**config.mk**
```make
export PLATFORM = sky130hd
export DESIGN_NAME = lockstep_wrap
export DESIGN_NICKNAME = d
export VERILOG_FILES = /design/src/hw/lockstep_pkg.sv /design/src/hw/lockstep_core.sv /design/src/hw/dmr_unit.sv /design/src/hw/lockstep_wrap.sv
export VERILOG_INCLUDE_DIRS = /design/src /design/src/include
export SDC_FILE = /design/constraint.sdc
export NUM_CORES = 1
export LEC_CHECK = 0
export BUFFER_PORTS_ARGS = -buffer_cell sky130_fd_sc_hd__buf_2
export CAP_MARGIN = 20
export CORE_ASPECT_RATIO = 1.75
export CORE_UTILIZATION = 48
export CTS_BUF_LIST = sky130_fd_sc_hd__clkbuf_4
export CTS_CLUSTER_SIZE = 16
export DETAILED_ROUTE_END_ITERATION = 8
export PLACE_DENSITY = 0.68
export SLEW_MARGIN = 25
export SYNTH_ARGS = -nofsm -noshare
export SYNTH_HDL_FRONTEND = slang
export SYNTH_HIERARCHICAL = 1
export SYNTH_SLANG_ARGS = --single-unit
```
**constraint.sdc**
```tcl
create_clock -name clk_i -period 6 [get_ports clk_i]
set_input_delay 1.2 -clock clk_i [delete_from_list [all_inputs] [get_ports clk_i]]
set_output_delay 1.2 -clock clk_i [all_outputs]
set_load 0.01 [all_outputs]
```
**src/include/lockstep_consts.svh**
```systemverilog
/*
 * Lockstep subsystem constants
 * Bus widths, program shape of the cores and error-counter size
 */

`ifndef LOCKSTEP_CONSTS_SVH
`define LOCKSTEP_CONSTS_SVH

// Wishbone bus widths
`define LS_ADDR_W 32
`define LS_DATA_W 32

// Reads accumulated before each store of the running sum
`define LS_BURST_LEN 4

// Byte address that receives every stored sum
`define LS_RESULT_ADDR 32'h0000_1000

// Mismatch counter saturates at its all-ones value
`define LS_ERRCNT_W 8

`endif

```
**src/hw/lockstep_pkg.sv**
```systemverilog
/*
 * Lockstep package
 * Vector types, Wishbone classic request/response structs and core FSM states
 */

package lockstep_pkg;

  `include "lockstep_consts.svh"

  typedef logic [`LS_ADDR_W-1:0]   wb_addr_t;    // Byte address
  typedef logic [`LS_DATA_W-1:0]   wb_data_t;
  typedef logic [`LS_ERRCNT_W-1:0] err_count_t;  // Detected mismatches

  // Master to slave, 67 bits
  typedef struct packed {
    logic     cyc;
    logic     stb;
    logic     we;
    wb_addr_t adr;
    wb_data_t dat_w;
  } wb_req_t;

  // Slave to master, 33 bits
  typedef struct packed {
    logic     ack;
    wb_data_t dat_r;
  } wb_rsp_t;

  typedef enum logic {
    CORE_FETCH = 1'b0,  // Burst of sequential reads
    CORE_STORE = 1'b1   // Write of the running sum
  } core_state_e;

endpackage

```
**src/hw/lockstep_core.sv**
```systemverilog
/*
 * Lockstep core
 * Reads consecutive words over Wishbone classic, accumulates them and
 * stores the running sum after every burst. Setback restarts at boot
 */

`timescale 1ns/1ps
`include "lockstep_consts.svh"

module lockstep_core (
  input  logic                   clk_i,
  input  logic                   reset_i,
  input  logic                   setback_i,
  input  lockstep_pkg::wb_addr_t boot_addr_i,
  input  lockstep_pkg::wb_rsp_t  wb_rsp_i,
  output lockstep_pkg::wb_req_t  wb_req_o
);

  localparam int unsigned burst_cnt_w = $clog2(`LS_BURST_LEN + 1);
  localparam logic [burst_cnt_w-1:0] burst_last = burst_cnt_w'(`LS_BURST_LEN - 1);

  lockstep_pkg::core_state_e state_q;
  lockstep_pkg::core_state_e state_d;
  lockstep_pkg::wb_addr_t    addr_q;       // Next read address
  lockstep_pkg::wb_data_t    acc_q;        // Running sum since restart
  logic [burst_cnt_w-1:0]    burst_q;      // Reads done in this burst
  logic                      active_q;     // Request on the bus
  logic                      restart;
  logic                      ack;
  logic                      fetch_ack;
  logic                      store_ack;

  assign restart   = reset_i | setback_i;  // Both bring the core to boot state
  assign ack       = active_q & wb_rsp_i.ack;
  assign fetch_ack = ack & (state_q == lockstep_pkg::CORE_FETCH);
  assign store_ack = ack & (state_q == lockstep_pkg::CORE_STORE);

  // Program sequencing
  always_comb begin
    state_d = state_q;
    unique case (state_q)
      lockstep_pkg::CORE_FETCH: begin
        if (fetch_ack && (burst_q == burst_last)) begin
          state_d = lockstep_pkg::CORE_STORE;
        end
      end
      lockstep_pkg::CORE_STORE: begin
        if (store_ack) begin
          state_d = lockstep_pkg::CORE_FETCH;
        end
      end
      default: begin
        state_d = lockstep_pkg::CORE_FETCH;
      end
    endcase
  end

  always_ff @(posedge clk_i) begin
    if (restart) begin
      state_q <= lockstep_pkg::CORE_FETCH;
    end else begin
      state_q <= state_d;
    end
  end

  // One idle cycle follows every ack
  always_ff @(posedge clk_i) begin
    if (restart) begin
      active_q <= 1'b0;
    end else if (ack) begin
      active_q <= 1'b0;
    end else begin
      active_q <= 1'b1;
    end
  end

  // Boot address is sampled on every restart
  always_ff @(posedge clk_i) begin
    if (restart) begin
      addr_q <= boot_addr_i;
    end else if (fetch_ack) begin
      addr_q <= addr_q + lockstep_pkg::wb_addr_t'(4);
    end
  end

  always_ff @(posedge clk_i) begin
    if (restart) begin
      acc_q <= '0;
    end else if (fetch_ack) begin
      acc_q <= acc_q + wb_rsp_i.dat_r;
    end
  end

  always_ff @(posedge clk_i) begin
    if (restart) begin
      burst_q <= '0;
    end else if (fetch_ack) begin
      if (burst_q == burst_last) begin
        burst_q <= '0;
      end else begin
        burst_q <= burst_q + 1'b1;
      end
    end
  end

  // Bus request follows state and address register
  always_comb begin
    wb_req_o     = '0;
    wb_req_o.cyc = active_q;
    wb_req_o.stb = active_q;
    wb_req_o.we  = active_q & (state_q == lockstep_pkg::CORE_STORE);
    if (state_q == lockstep_pkg::CORE_STORE) begin
      wb_req_o.adr = lockstep_pkg::wb_addr_t'(`LS_RESULT_ADDR);
    end else begin
      wb_req_o.adr = addr_q;
    end
    // Sum kept on dat_w so a diverged accumulator shows up at once
    wb_req_o.dat_w = acc_q;
  end

  a_store_to_result: assert property (
    @(posedge clk_i) disable iff (reset_i)
    wb_req_o.we |-> (wb_req_o.adr == lockstep_pkg::wb_addr_t'(`LS_RESULT_ADDR))
  ) else $error("core write outside result address");

endmodule

```
**src/hw/dmr_unit.sv**
```systemverilog
/*
 * DMR unit
 * Compares the two core requests every cycle, forwards core 0 on a match,
 * blocks and flags on a mismatch, sets both cores back and counts errors.
 * Optional bit flip on core 1 read data for fault injection
 */

`timescale 1ns/1ps

module dmr_unit (
  input  logic                         clk_i,
  input  logic                         reset_i,
  input  logic                         fault_inject_i,
  input  lockstep_pkg::wb_req_t  [1:0] core_req_i,
  output lockstep_pkg::wb_rsp_t  [1:0] core_rsp_o,
  input  lockstep_pkg::wb_rsp_t        sys_rsp_i,
  output lockstep_pkg::wb_req_t        sys_req_o,
  output logic                         core_setback_o,
  output logic                         dmr_error_o,
  output lockstep_pkg::err_count_t     err_count_o
);

  logic                     mismatch;
  logic                     detect;       // New error, not the setback echo
  logic                     block;
  logic                     error_q;
  logic                     inject_armed_q;
  logic                     read_ack;
  logic                     inject_hit;
  lockstep_pkg::err_count_t err_count_q;

  // Full request compare, payload included
  assign mismatch = (core_req_i[0] != core_req_i[1]);

  // Cores still show the fault while the setback is applied
  assign detect = mismatch & ~error_q;
  assign block  = mismatch | error_q;

  always_comb begin
    sys_req_o = core_req_i[0];
    if (block) begin
      sys_req_o.cyc = 1'b0;
      sys_req_o.stb = 1'b0;
    end
  end

  // Acked read actually seen by the bus
  assign read_ack   = sys_req_o.cyc & sys_req_o.stb & ~sys_req_o.we & sys_rsp_i.ack;
  assign inject_hit = inject_armed_q & read_ack;

  // Response fan-out
  always_comb begin
    core_rsp_o[0]       = sys_rsp_i;
    core_rsp_o[1]       = sys_rsp_i;
    core_rsp_o[1].dat_r = sys_rsp_i.dat_r ^ lockstep_pkg::wb_data_t'(inject_hit); // Bit 0 flip
  end

  always_ff @(posedge clk_i) begin
    if (reset_i) begin
      inject_armed_q <= 1'b0;
    end else if (fault_inject_i) begin
      inject_armed_q <= 1'b1;
    end else if (inject_hit) begin
      inject_armed_q <= 1'b0;
    end
  end

  // Single-cycle error pulse, doubles as setback
  always_ff @(posedge clk_i) begin
    if (reset_i) begin
      error_q <= 1'b0;
    end else begin
      error_q <= detect;
    end
  end

  always_ff @(posedge clk_i) begin
    if (reset_i) begin
      err_count_q <= '0;
    end else if (detect && (err_count_q != '1)) begin
      err_count_q <= err_count_q + 1'b1;  // Saturating
    end
  end

  assign dmr_error_o    = error_q;
  assign core_setback_o = error_q;
  assign err_count_o    = err_count_q;

  a_no_stb_on_mismatch: assert property (
    @(posedge clk_i) disable iff (reset_i)
    mismatch |-> !sys_req_o.stb
  ) else $error("diverged request reached the bus");

  // Cores must realign after one setback cycle
  a_setback_single: assert property (
    @(posedge clk_i) disable iff (reset_i)
    core_setback_o |=> !core_setback_o
  ) else $error("setback held for two cycles");

endmodule

```
**src/hw/lockstep_wrap.sv**
```systemverilog
/*
 * Lockstep wrapper
 * Two identical cores behind a DMR unit, bound to one Wishbone classic
 * system bus. Reports mismatches and their count
 */

`timescale 1ns/1ps

module lockstep_wrap (
  input  logic                     clk_i,
  input  logic                     reset_i,
  input  logic                     fault_inject_i,
  input  lockstep_pkg::wb_addr_t   boot_addr_i,
  input  lockstep_pkg::wb_rsp_t    wb_rsp_i,
  output lockstep_pkg::wb_req_t    wb_req_o,
  output logic                     dmr_error_o,
  output lockstep_pkg::err_count_t err_count_o
);

  lockstep_pkg::wb_req_t [1:0] core2dmr;      // Requests from the cores
  lockstep_pkg::wb_rsp_t [1:0] dmr2core;      // Responses to the cores
  logic                        core_setback;  // Shared by both cores

  // Same boot address for both, lockstep needs identical state
  for (genvar i = 0; i < 2; i++) begin : gen_cores
    lockstep_core i_core (
      .clk_i       ( clk_i        ),
      .reset_i     ( reset_i      ),
      .setback_i   ( core_setback ),
      .boot_addr_i ( boot_addr_i  ),
      .wb_rsp_i    ( dmr2core[i]  ),
      .wb_req_o    ( core2dmr[i]  )
    );
  end

  dmr_unit i_dmr_unit (
    .clk_i          ( clk_i          ),
    .reset_i        ( reset_i        ),
    .fault_inject_i ( fault_inject_i ),
    .core_req_i     ( core2dmr       ),
    .core_rsp_o     ( dmr2core       ),
    .sys_rsp_i      ( wb_rsp_i       ),  // System response in
    .sys_req_o      ( wb_req_o       ),  // Checked request out
    .core_setback_o ( core_setback   ),
    .dmr_error_o    ( dmr_error_o    ),
    .err_count_o    ( err_count_o    )
  );

endmodule

```
== Word level (Yosys, flattened, before mapping) ==
Index checks and enable logic that the tools add are counted.
Cells by class
  add/subtract/negate cells: 7
  bitwise operators: 20
  equal/unequal tests: 4
  reduce and logical (&&, ||, !) cells: 6
  mux-type cells: 19
Operators with widths (count)
  $mux W32: 6
  $ne A67 B67 Y1: 1
  $add A32 B3 Y32 const B: 2
  $add A32 B32 Y32: 2
  $xor A32 B1 Y32: 1
  $and A1 B1 Y1: 13
  $add A8 B1 Y8 const B: 1
  $mux W1: 8
  $ne A8 B8 Y1 const B: 1
  $add A3 B1 Y3 const B: 2
  $eq A3 B2 Y1 const B: 2
  $mux W3: 2
  $reduce_bool A2 Y1: 3
  $not A1 Y1: 4
  $pmux W1 S2: 2
  $logic_and A1 B1 Y1: 3
  $mux W2: 1
  $or A1 B1 Y1: 2
Word-level totals
  flip-flop bits (word level): 148
  input bits: 68
  output and inout bits: 76
  logic and storage cells: 69

== Longest topological paths before layout ==
Gate-level depths: netlist of run 1.
  depth after elaboration: 10
  gate-level depth with buffers: 20
  mapped depth without buffers: 19

== Modules after synthesis ==
The synthesis of run 1 kept the hierarchy.
By module, submodules not included
  lockstep_core at gen_cores[0].i_core: cells each 610, area an instance 5078.6 µm², instances 1, seq. area each 1701.6 µm²
  lockstep_core at gen_cores[1].i_core: cells each 614, area an instance 5001.0 µm², instances 1, seq. area each 1701.6 µm²
  dmr_unit: cells each 288, area an instance 2279.7 µm², instances 1, seq. area each 200.2 µm²

== Least setup slack after synthesis of run 1 ==
No wires, ideal clock.
  path kind: reg-to-reg
  start: register gen_cores[0].i_core.state_q
  end: register gen_cores[1].i_core.acc_q[30]
  arrival time: 4.361 ns
  library setup time: 0.117 ns
  path slack: 1.522 ns
  stages on the path, launching flop included: 21
  cell sequence: dfxtp_1 clkbuf_1 nor2b_1 xor2_1 nor4_1 nand4_1 or2_1 or2_1 buf_6 nor4_4 xor2_1 ha_1 fa_1 a21oi_2 o21ai_1 a2111oi_2 and4bb_1 a21boi_2 o21ai_1 xor2_1 a22o_1
RTL lines
  start, declared: line lockstep_core.sv:22  | lockstep_pkg::core_state_e state_q;
  start signal, assigned: line lockstep_core.sv:60  | state_q <= lockstep_pkg::CORE_FETCH;
  start signal, assigned: line lockstep_core.sv:62  | state_q <= state_d;
  end signal, assigned: line lockstep_core.sv:90  | acc_q <= acc_q + wb_rsp_i.dat_r;
  end, declared: line lockstep_core.sv:25  | lockstep_pkg::wb_data_t acc_q;

==> results.cfg, run 1 <==
[outcome]
status = complete, no violations

[synthesis]
yosys_warnings = 6
synth-seq-cells = 148
synth_compound_area_frac = 0.169
synth.avg_cell_area_um2 = 8.17
synthMuxAreaShare = 0.00557
yosysSeqAreaShare = 0.292
synth_nets = 1649
synth-edff-count = 64
synth-simple-area-share = 0.217
synth_xor_area_frac = 0.125
synth.distinct_cells = 76
synth_top_family_by_area = simple AND/OR/NAND/NOR gates
synth_area_mm2 = 0.0124
postSynth.asyncResetShare = 0
synth_adder_area_share = 0.0711
netlist_instances = 1512
synth_flop_cell = dfxtp_1

[drt]
drc = 0
first_pass_iters = 5
drt_iter0_markers = 667
drtAntennaViolNets = 0
dr_total_vias = 10500
routed_wl_um = 36400
via_per_inst = 5.76
wl_per_cell_um = 20.0

[placement]
dpl.cell_count = 1784
post-place-ws_ps = 646
placed_cell_area_mm2 = 0.0122
portBuffers = 143
hpwl_um = 28700
gp_congestion = 0.957

[layout]
syn_to_final_growth_pct = 1.37
stdcell_count = 1818
multi_input_area_mm2 = 0.00727
drive_gt1_frac = 0.151
fin_util = 0.496
nFillCells = 2519
nets = 1624
seq_area_mm2 = 0.00360
design_area_mm2 = 0.0125

[clocking]
cts_setup_buffers = 0
clockRootBuffer = clkbuf_4
holdBufCountCts = 0
cts_tree = built
cts_resized = 0
ctsHtreeMaxLevel = 4
cts_buffers = 17
clk_latency_ps = 620
clkSinkCount = 148
path_clk_slew_ps = 140
cts_buffer_depth = 2

[setup_path]
r2r_cells = 19
worst_ep_arrival_time_ps = 5910
rr_endpoint = gen_cores[1].i_core/acc_q[26]$_SDFFE_PN0P_
cp_max_fo = 18
critPathLaunchType = flip-flop
slowest_stage = dfxtp_1
rr_startpoint = gen_cores[1].i_core/state_q$_SDFF_PN0_
cpPeakStageDelay_ps = 750
r2r_setup_slack_ps = 620
cp.required_ps = 6530
critPathKind = reg -> reg
endpoint_kind = flip-flop
cp_cell_sequence = buf_4 > nor2b_1 > xnor2_1 > nand4_1 > nor4_1 > nand3_1 > or2_1 > nor4_4 > xor2_1 > ha_1 > fa_1 > a21oi_2 > o21ai_1 > a2111oi_2 > and4bb_1 > a21boi_2 > o21ai_1 > xnor2_1 > a22o_1

[sta]
worst-slew-pin-transition_ps = 959
finClkSkew_ps = 20.3
setup_slack_ps = 618
max-slew-margin-rel = 0.352
fin_setup_tns_ps = 0
setup_viol = 0
rsz0062_at_grt = no
final_max_slew_viol_count = 0
hold_viol_final = 0
fin_crit_sh = 0.897
fin_crit_ps = 5380
timing.hold.ws_ps = 446
fmax_mhz = 186

[die]
core_mm2 = 0.0252
die_w_um = 123
rows = 77
io_pins = 144
start_util = 0.490
die_h_um = 214
die_area_mm2 = 0.0264

[global_route]
antenna_found_initial = 2
grt_pass1_vias = 10200
grt_max_degree = 52
grt_use_total = 0.284
grt_pass1_wl_um = 56100
grt_overflow = 0

[pwr]
irDropWorstVdd_v = 0.000230
power_mw = 2.64
p_per_area_mw_per_mm2 = 211
leakage_nw = 5.27

[hold_path]
hold_start = gen_cores[1].i_core/burst_q[2]$_SDFFE_PN0P_
hold_end = gen_cores[1].i_core/burst_q[2]$_SDFFE_PN0P_
hold_class = reg -> reg
min_path_cells = 2

[job]
cap_violations = 0
[kinds of logic (layout without fill, tap and decap cells)]
logic type	Yosys count	in the layout
muxes	6	6
other	0	2
xor gates and xnor gates	176	176
adders and majority gates	69	69
buffers and inverters	229	217
DFF	148	148
and+or+nand+nor	548	548
AOI/OAI and AO/OA	336	336
[flip-flops by register name (all words and copies together), names as in the netlist]
name and flops:
gen_cores.i_core/acc_q 64, gen_cores.i_core/active_q 2, gen_cores.i_core/addr_q 64, gen_cores.i_core/burst_q 6
gen_cores.i_core/state_q 2, i_dmr_unit/core_setback_o 1, i_dmr_unit/err_count_o 8, i_dmr_unit/inject_armed_q 1
[worst max-delay path, delay by kind of cell, from the launching register on]
family,cells,cell delay [ps]
flip-flops,1,750
buffers and inverters,1,280
AO/OA/AOI/OAI,6,1290
adder cells (fa/ha/maj),2,670
XOR/XNOR,3,420
AND/OR/NAND/NOR,7,1890
[synthesized netlist by cell type, types with 5 or more instances]
cell type,n,area share
nor2b_1,73,0.037
a21oi_1,103,0.042
a31oi_1,14,0.0071
nand2_1,216,0.066
nor2_1,73,0.022
and3_1,16,0.0081
nand3_1,42,0.017
o31ai_1,7,0.0043
a21o_2,5,0.0035
o211ai_1,12,0.0073
a211oi_1,11,0.0067
buf_6,10,0.0091
a22o_1,17,0.012
clkbuf_1,41,0.012
nand4_1,41,0.021
or4_1,5,0.0030
or3_1,10,0.0051
buf_4,139,0.084
and2_1,11,0.0056
inv_1,28,0.0085
o21a_1,8,0.0049
o21ai_1,11,0.0045
a21o_1,21,0.013
edfxtp_1,64,0.16
nor3_1,22,0.0089
or2_2,6,0.0030
dfxtp_1,84,0.14
ha_1,67,0.068
xor2_1,87,0.062
xnor2_1,89,0.063
o21bai_1,7,0.0043
nor4_1,12,0.0061
o21ai_0,87,0.035
[layout make-up]
type	count	area share
clock buffers	19	0.0114
repair buffers	157	0.0655
clock inverters	13	0.0150
inverters	28	0.00839
well taps	316	0.0316
flip-flops and latches	148	0.288
multi-input cells	1135	0.580
diodes	2	0.000399
[cell usage in the layout (no fill, tap or decap), types with 21 or more instances in the layout]
master,Yosys,layout
edfxtp_1,64,64
buf_2,3,143
nand3_1,42,42
nor2_1,73,71
nor3_1,22,22
xnor2_1,89,89
dfxtp_1,84,84
nor2b_1,73,73
o21ai_0,87,87
nand2_1,216,216
nand4_1,41,41
a21oi_1,103,103
xor2_1,87,87
a21o_1,21,21
inv_1,28,26
ha_1,67,67
[worst max-delay path by stage]
stage	slack, ps	startpoint	endpoint	depth (start not counted)
2_1_floorplan	1520	gen_cores[0].i_core/state_q$_SDFF_PN0_	gen_cores[1].i_core/acc_q[30]$_SDFFE_PN0P_	20
3_3_place_gp	770	gen_cores[0].i_core/state_q$_SDFF_PN0_	gen_cores[1].i_core/acc_q[30]$_SDFFE_PN0P_	18
3_5_place_dp	650	gen_cores[1].i_core/state_q$_SDFF_PN0_	gen_cores[1].i_core/acc_q[30]$_SDFFE_PN0P_	19
4_1_cts	600	gen_cores[1].i_core/state_q$_SDFF_PN0_	gen_cores[1].i_core/acc_q[30]$_SDFFE_PN0P_	19
5_1_grt	210	gen_cores[0].i_core/state_q$_SDFF_PN0_	gen_cores[1].i_core/acc_q[30]$_SDFFE_PN0P_	19
6_report	620	gen_cores[1].i_core/state_q$_SDFF_PN0_	gen_cores[1].i_core/acc_q[26]$_SDFFE_PN0P_	19
[routing by layer]
metal | global-route usage | part of all wire | vias up
met3 | 0.0487 | 0.049 | 105
met4 | 0.182 | 0.066 | 0
met2 | 0.518 | 0.53 | 349
met1 | 0.290 | 0.36 | 4896
li1 | - | - | 5118
met5 | 0 | 0 | -
[report_power, final]
part	internal, mW	switching (mW)
sequential	1.14	0.0915
combinational	0.254	0.387
clock	0.375	0.393
(Power assumes the default switching activity.)
==> inputs of run 2 (changes only) <==
--- a/config.mk
+++ b/config.mk
@@ -14,7 +14,6 @@
 export CTS_CLUSTER_SIZE = 16
 export DETAILED_ROUTE_END_ITERATION = 8
 export PLACE_DENSITY = 0.68
-export SLEW_MARGIN = 25
 export SYNTH_ARGS = -nofsm -noshare
 export SYNTH_HDL_FRONTEND = slang
 export SYNTH_HIERARCHICAL = 1
==> constraint.sdc (replaced) <==
create_clock -name clk_i -period 6 [get_ports clk_i]
set_input_delay 0.6 -clock clk_i [delete_from_list [all_inputs] [get_ports clk_i]]
set_output_delay 0.6 -clock clk_i [all_outputs]
set_load 0.01 [all_outputs]
==> run 2 against run 1 <==
  * Sequential power about the same
  * Via count down 0.61%
  * First-iteration DRC count is 14% lower
  * Clock skew up 0.71 ps
  * Non-clock buffer count is the same
  * Highest routed layer unchanged
  * Cell count unchanged
  * Largest cell class unchanged
==> results.cfg, run 2 (synthesis results as in run 1) <==
[global_route]
grt_pass1_vias = 10400
antenna_found_initial = 2
grt_max_degree = 88
grt_use_total = 0.280
grt_pass1_wl_um = 55700
grt_overflow = 0

[placement]
dpl.cell_count = 1783
hpwl_um = 28300
post-place-ws_ps = 700
gp_congestion = 0.956
portBuffers = 143

[drt]
drtAntennaViolNets = 0
drc = 0
wl_per_cell_um = 19.8
first_pass_iters = 5
routed_wl_um = 36000
drt_iter0_markers = 576
dr_total_vias = 10400
via_per_inst = 5.72

[setup_path]
critPathLaunchType = flip-flop
critPathKind = reg -> reg
cp_cell_sequence = buf_4 > nor2b_1 > xor2_1 > nor4_1 > nand4_1 > or2_1 > or2_1 > nor4_4 > xor2_1 > ha_1 > fa_1 > a21oi_2 > o21ai_1 > a2111oi_2 > and4bb_1 > a21boi_2 > o21ai_1 > xor2_1 > a22o_1
crit_buf_inv = 1
slowest_stage = dfxtp_1
cpPeakStageDelay_ps = 770
endpoint_kind = flip-flop
crit_family = simple AND/OR/NAND/NOR gates
r2r_setup_slack_ps = 640
crit_top_cell = xor2_1
cp_max_fo = 20
worst_ep_arrival_time_ps = 5880
cp.required_ps = 6520

[pwr]
power_mw = 2.59
combPwrFrac = 0.246
irDropWorstVdd_v = 0.000158
p_per_area_mw_per_mm2 = 207
clockPowerShare = 0.280
p_int_mw = 1.73
seqPwrFrac = 0.474
p_sw_mw = 0.862
leakage_nw = 5.26
switching_share = 0.332

[layout]
drive_gt1_frac = 0.151
nets = 1624
final_common_cell = nand2_1
syn_to_final_growth_pct = 1.11
stdcell_count = 1818
final_cell_mix = nand2_1, buf_2, a21oi_1, xnor2_1

[sta]
setup_viol = 0
fmax_mhz = 187
worst-slew-pin-transition_ps = 1120
final_max_slew_viol_count = 0
finClkSkew_ps = 21.0
hold_viol_final = 0
fin_crit_sh = 0.893
fin_crit_ps = 5360
max-slew-margin-rel = 0.248
fin_setup_tns_ps = 0
setup_slack_ps = 641
rsz0062_at_grt = no
timing.hold.ws_ps = 201

[clocking]
clockRootBuffer = clkbuf_4
cts_tree = built
cts_resized = 0
ctsHtreeMaxLevel = 4
cts_buffer_depth = 2
cts_buffers = 17
clk_latency_ps = 620
path_clk_slew_ps = 140
clkSinkCount = 148
cts_setup_buffers = 0
holdBufCountCts = 0

[die]
die_h_um = 214
die_area_mm2 = 0.0264
io_pins = 144
start_util = 0.490
rows = 77
core_mm2 = 0.0252
die_w_um = 123

[hold_path]
hold_class = in -> reg

[outcome]
status = complete, no violations

[job]
cap_violations = 0
-- run 2: path summary, 6_finish.rpt --
check | from | endpoint | cells after the start
max | gen_cores[0].i_core/state_q$_SDFF_PN0_ | gen_cores[1].i_core/acc_q[30]$_SDFFE_PN0P_ | 19
min | wb_rsp_i[32] | gen_cores[1].i_core/active_q$_SDFF_PN0_ | 2
max reg2reg | gen_cores[0].i_core/state_q$_SDFF_PN0_ | gen_cores[1].i_core/acc_q[30]$_SDFFE_PN0P_ | 19
min reg2reg | gen_cores[0].i_core/burst_q[2]$_SDFFE_PN0P_ | gen_cores[0].i_core/burst_q[2]$_SDFFE_PN0P_ | 2
-- run 2: worst register-to-register path, cell delays in order, from the launching register on --
cell and delay [ps]:
dfxtp_1 770, buf_4 290, nor2b_1 80, xor2_1 140, nor4_1 320, nand4_1 190
or2_1 260, or2_1 350, nor4_4 350, xor2_1 120, ha_1 240, fa_1 430
a21oi_2 170, o21ai_1 130, a2111oi_2 400, and4bb_1 310, a21boi_2 250, o21ai_1 120
xor2_1 150, a22o_1 190
-- run 2: layout make-up --
| class | count | area, um^2 |
|---|---|---|
| Fill cell | 2504 | 12700 |
| Multi-Input combinational cell | 1135 | 7260 |
| Sequential cell | 148 | 3600 |
| Timing Repair Buffer | 157 | 818 |
| Tap cell | 316 | 395 |
| Clock inverter | 12 | 160 |
| Clock buffer | 20 | 150 |
| Inverter | 28 | 105 |
| Antenna cell | 2 | 5.00 |
-- run 2: layer usage --
layer / routed length, um / track usage / up-vias
met4: 2350 / 0.184 / 0
met5: 0 / 0 / -
met3: 1910 / 0.0588 / 106
met2: 19100 / 0.510 / 297
li1: - / - / 5105
met1: 12600 / 0.277 / 4896
-- run 2: power groups by stage --
stage,Combinational [mW],Sequential [mW],Clock (mW)
5_1_grt,0.697,1.24,0.777
3_3_place_gp,0.624,1.25,0
6_report,0.637,1.23,0.726
4_1_cts,0.635,1.23,0.746
3_5_place_dp,0.630,1.25,0
2_1_floorplan,0.527,1.22,0
-- run 2: per-stage QoR --
| step | utilization | cell area (um^2) |
|---|---|---|
| final | 0.495 | 12500 |
| after global routing | 0.495 | 12500 |
| after CTS | 0.495 | 12500 |
| after detailed placement | 0.482 | 12200 |
| after global placement | 0.482 | 12200 |
| after floorplan | - | 12400 |
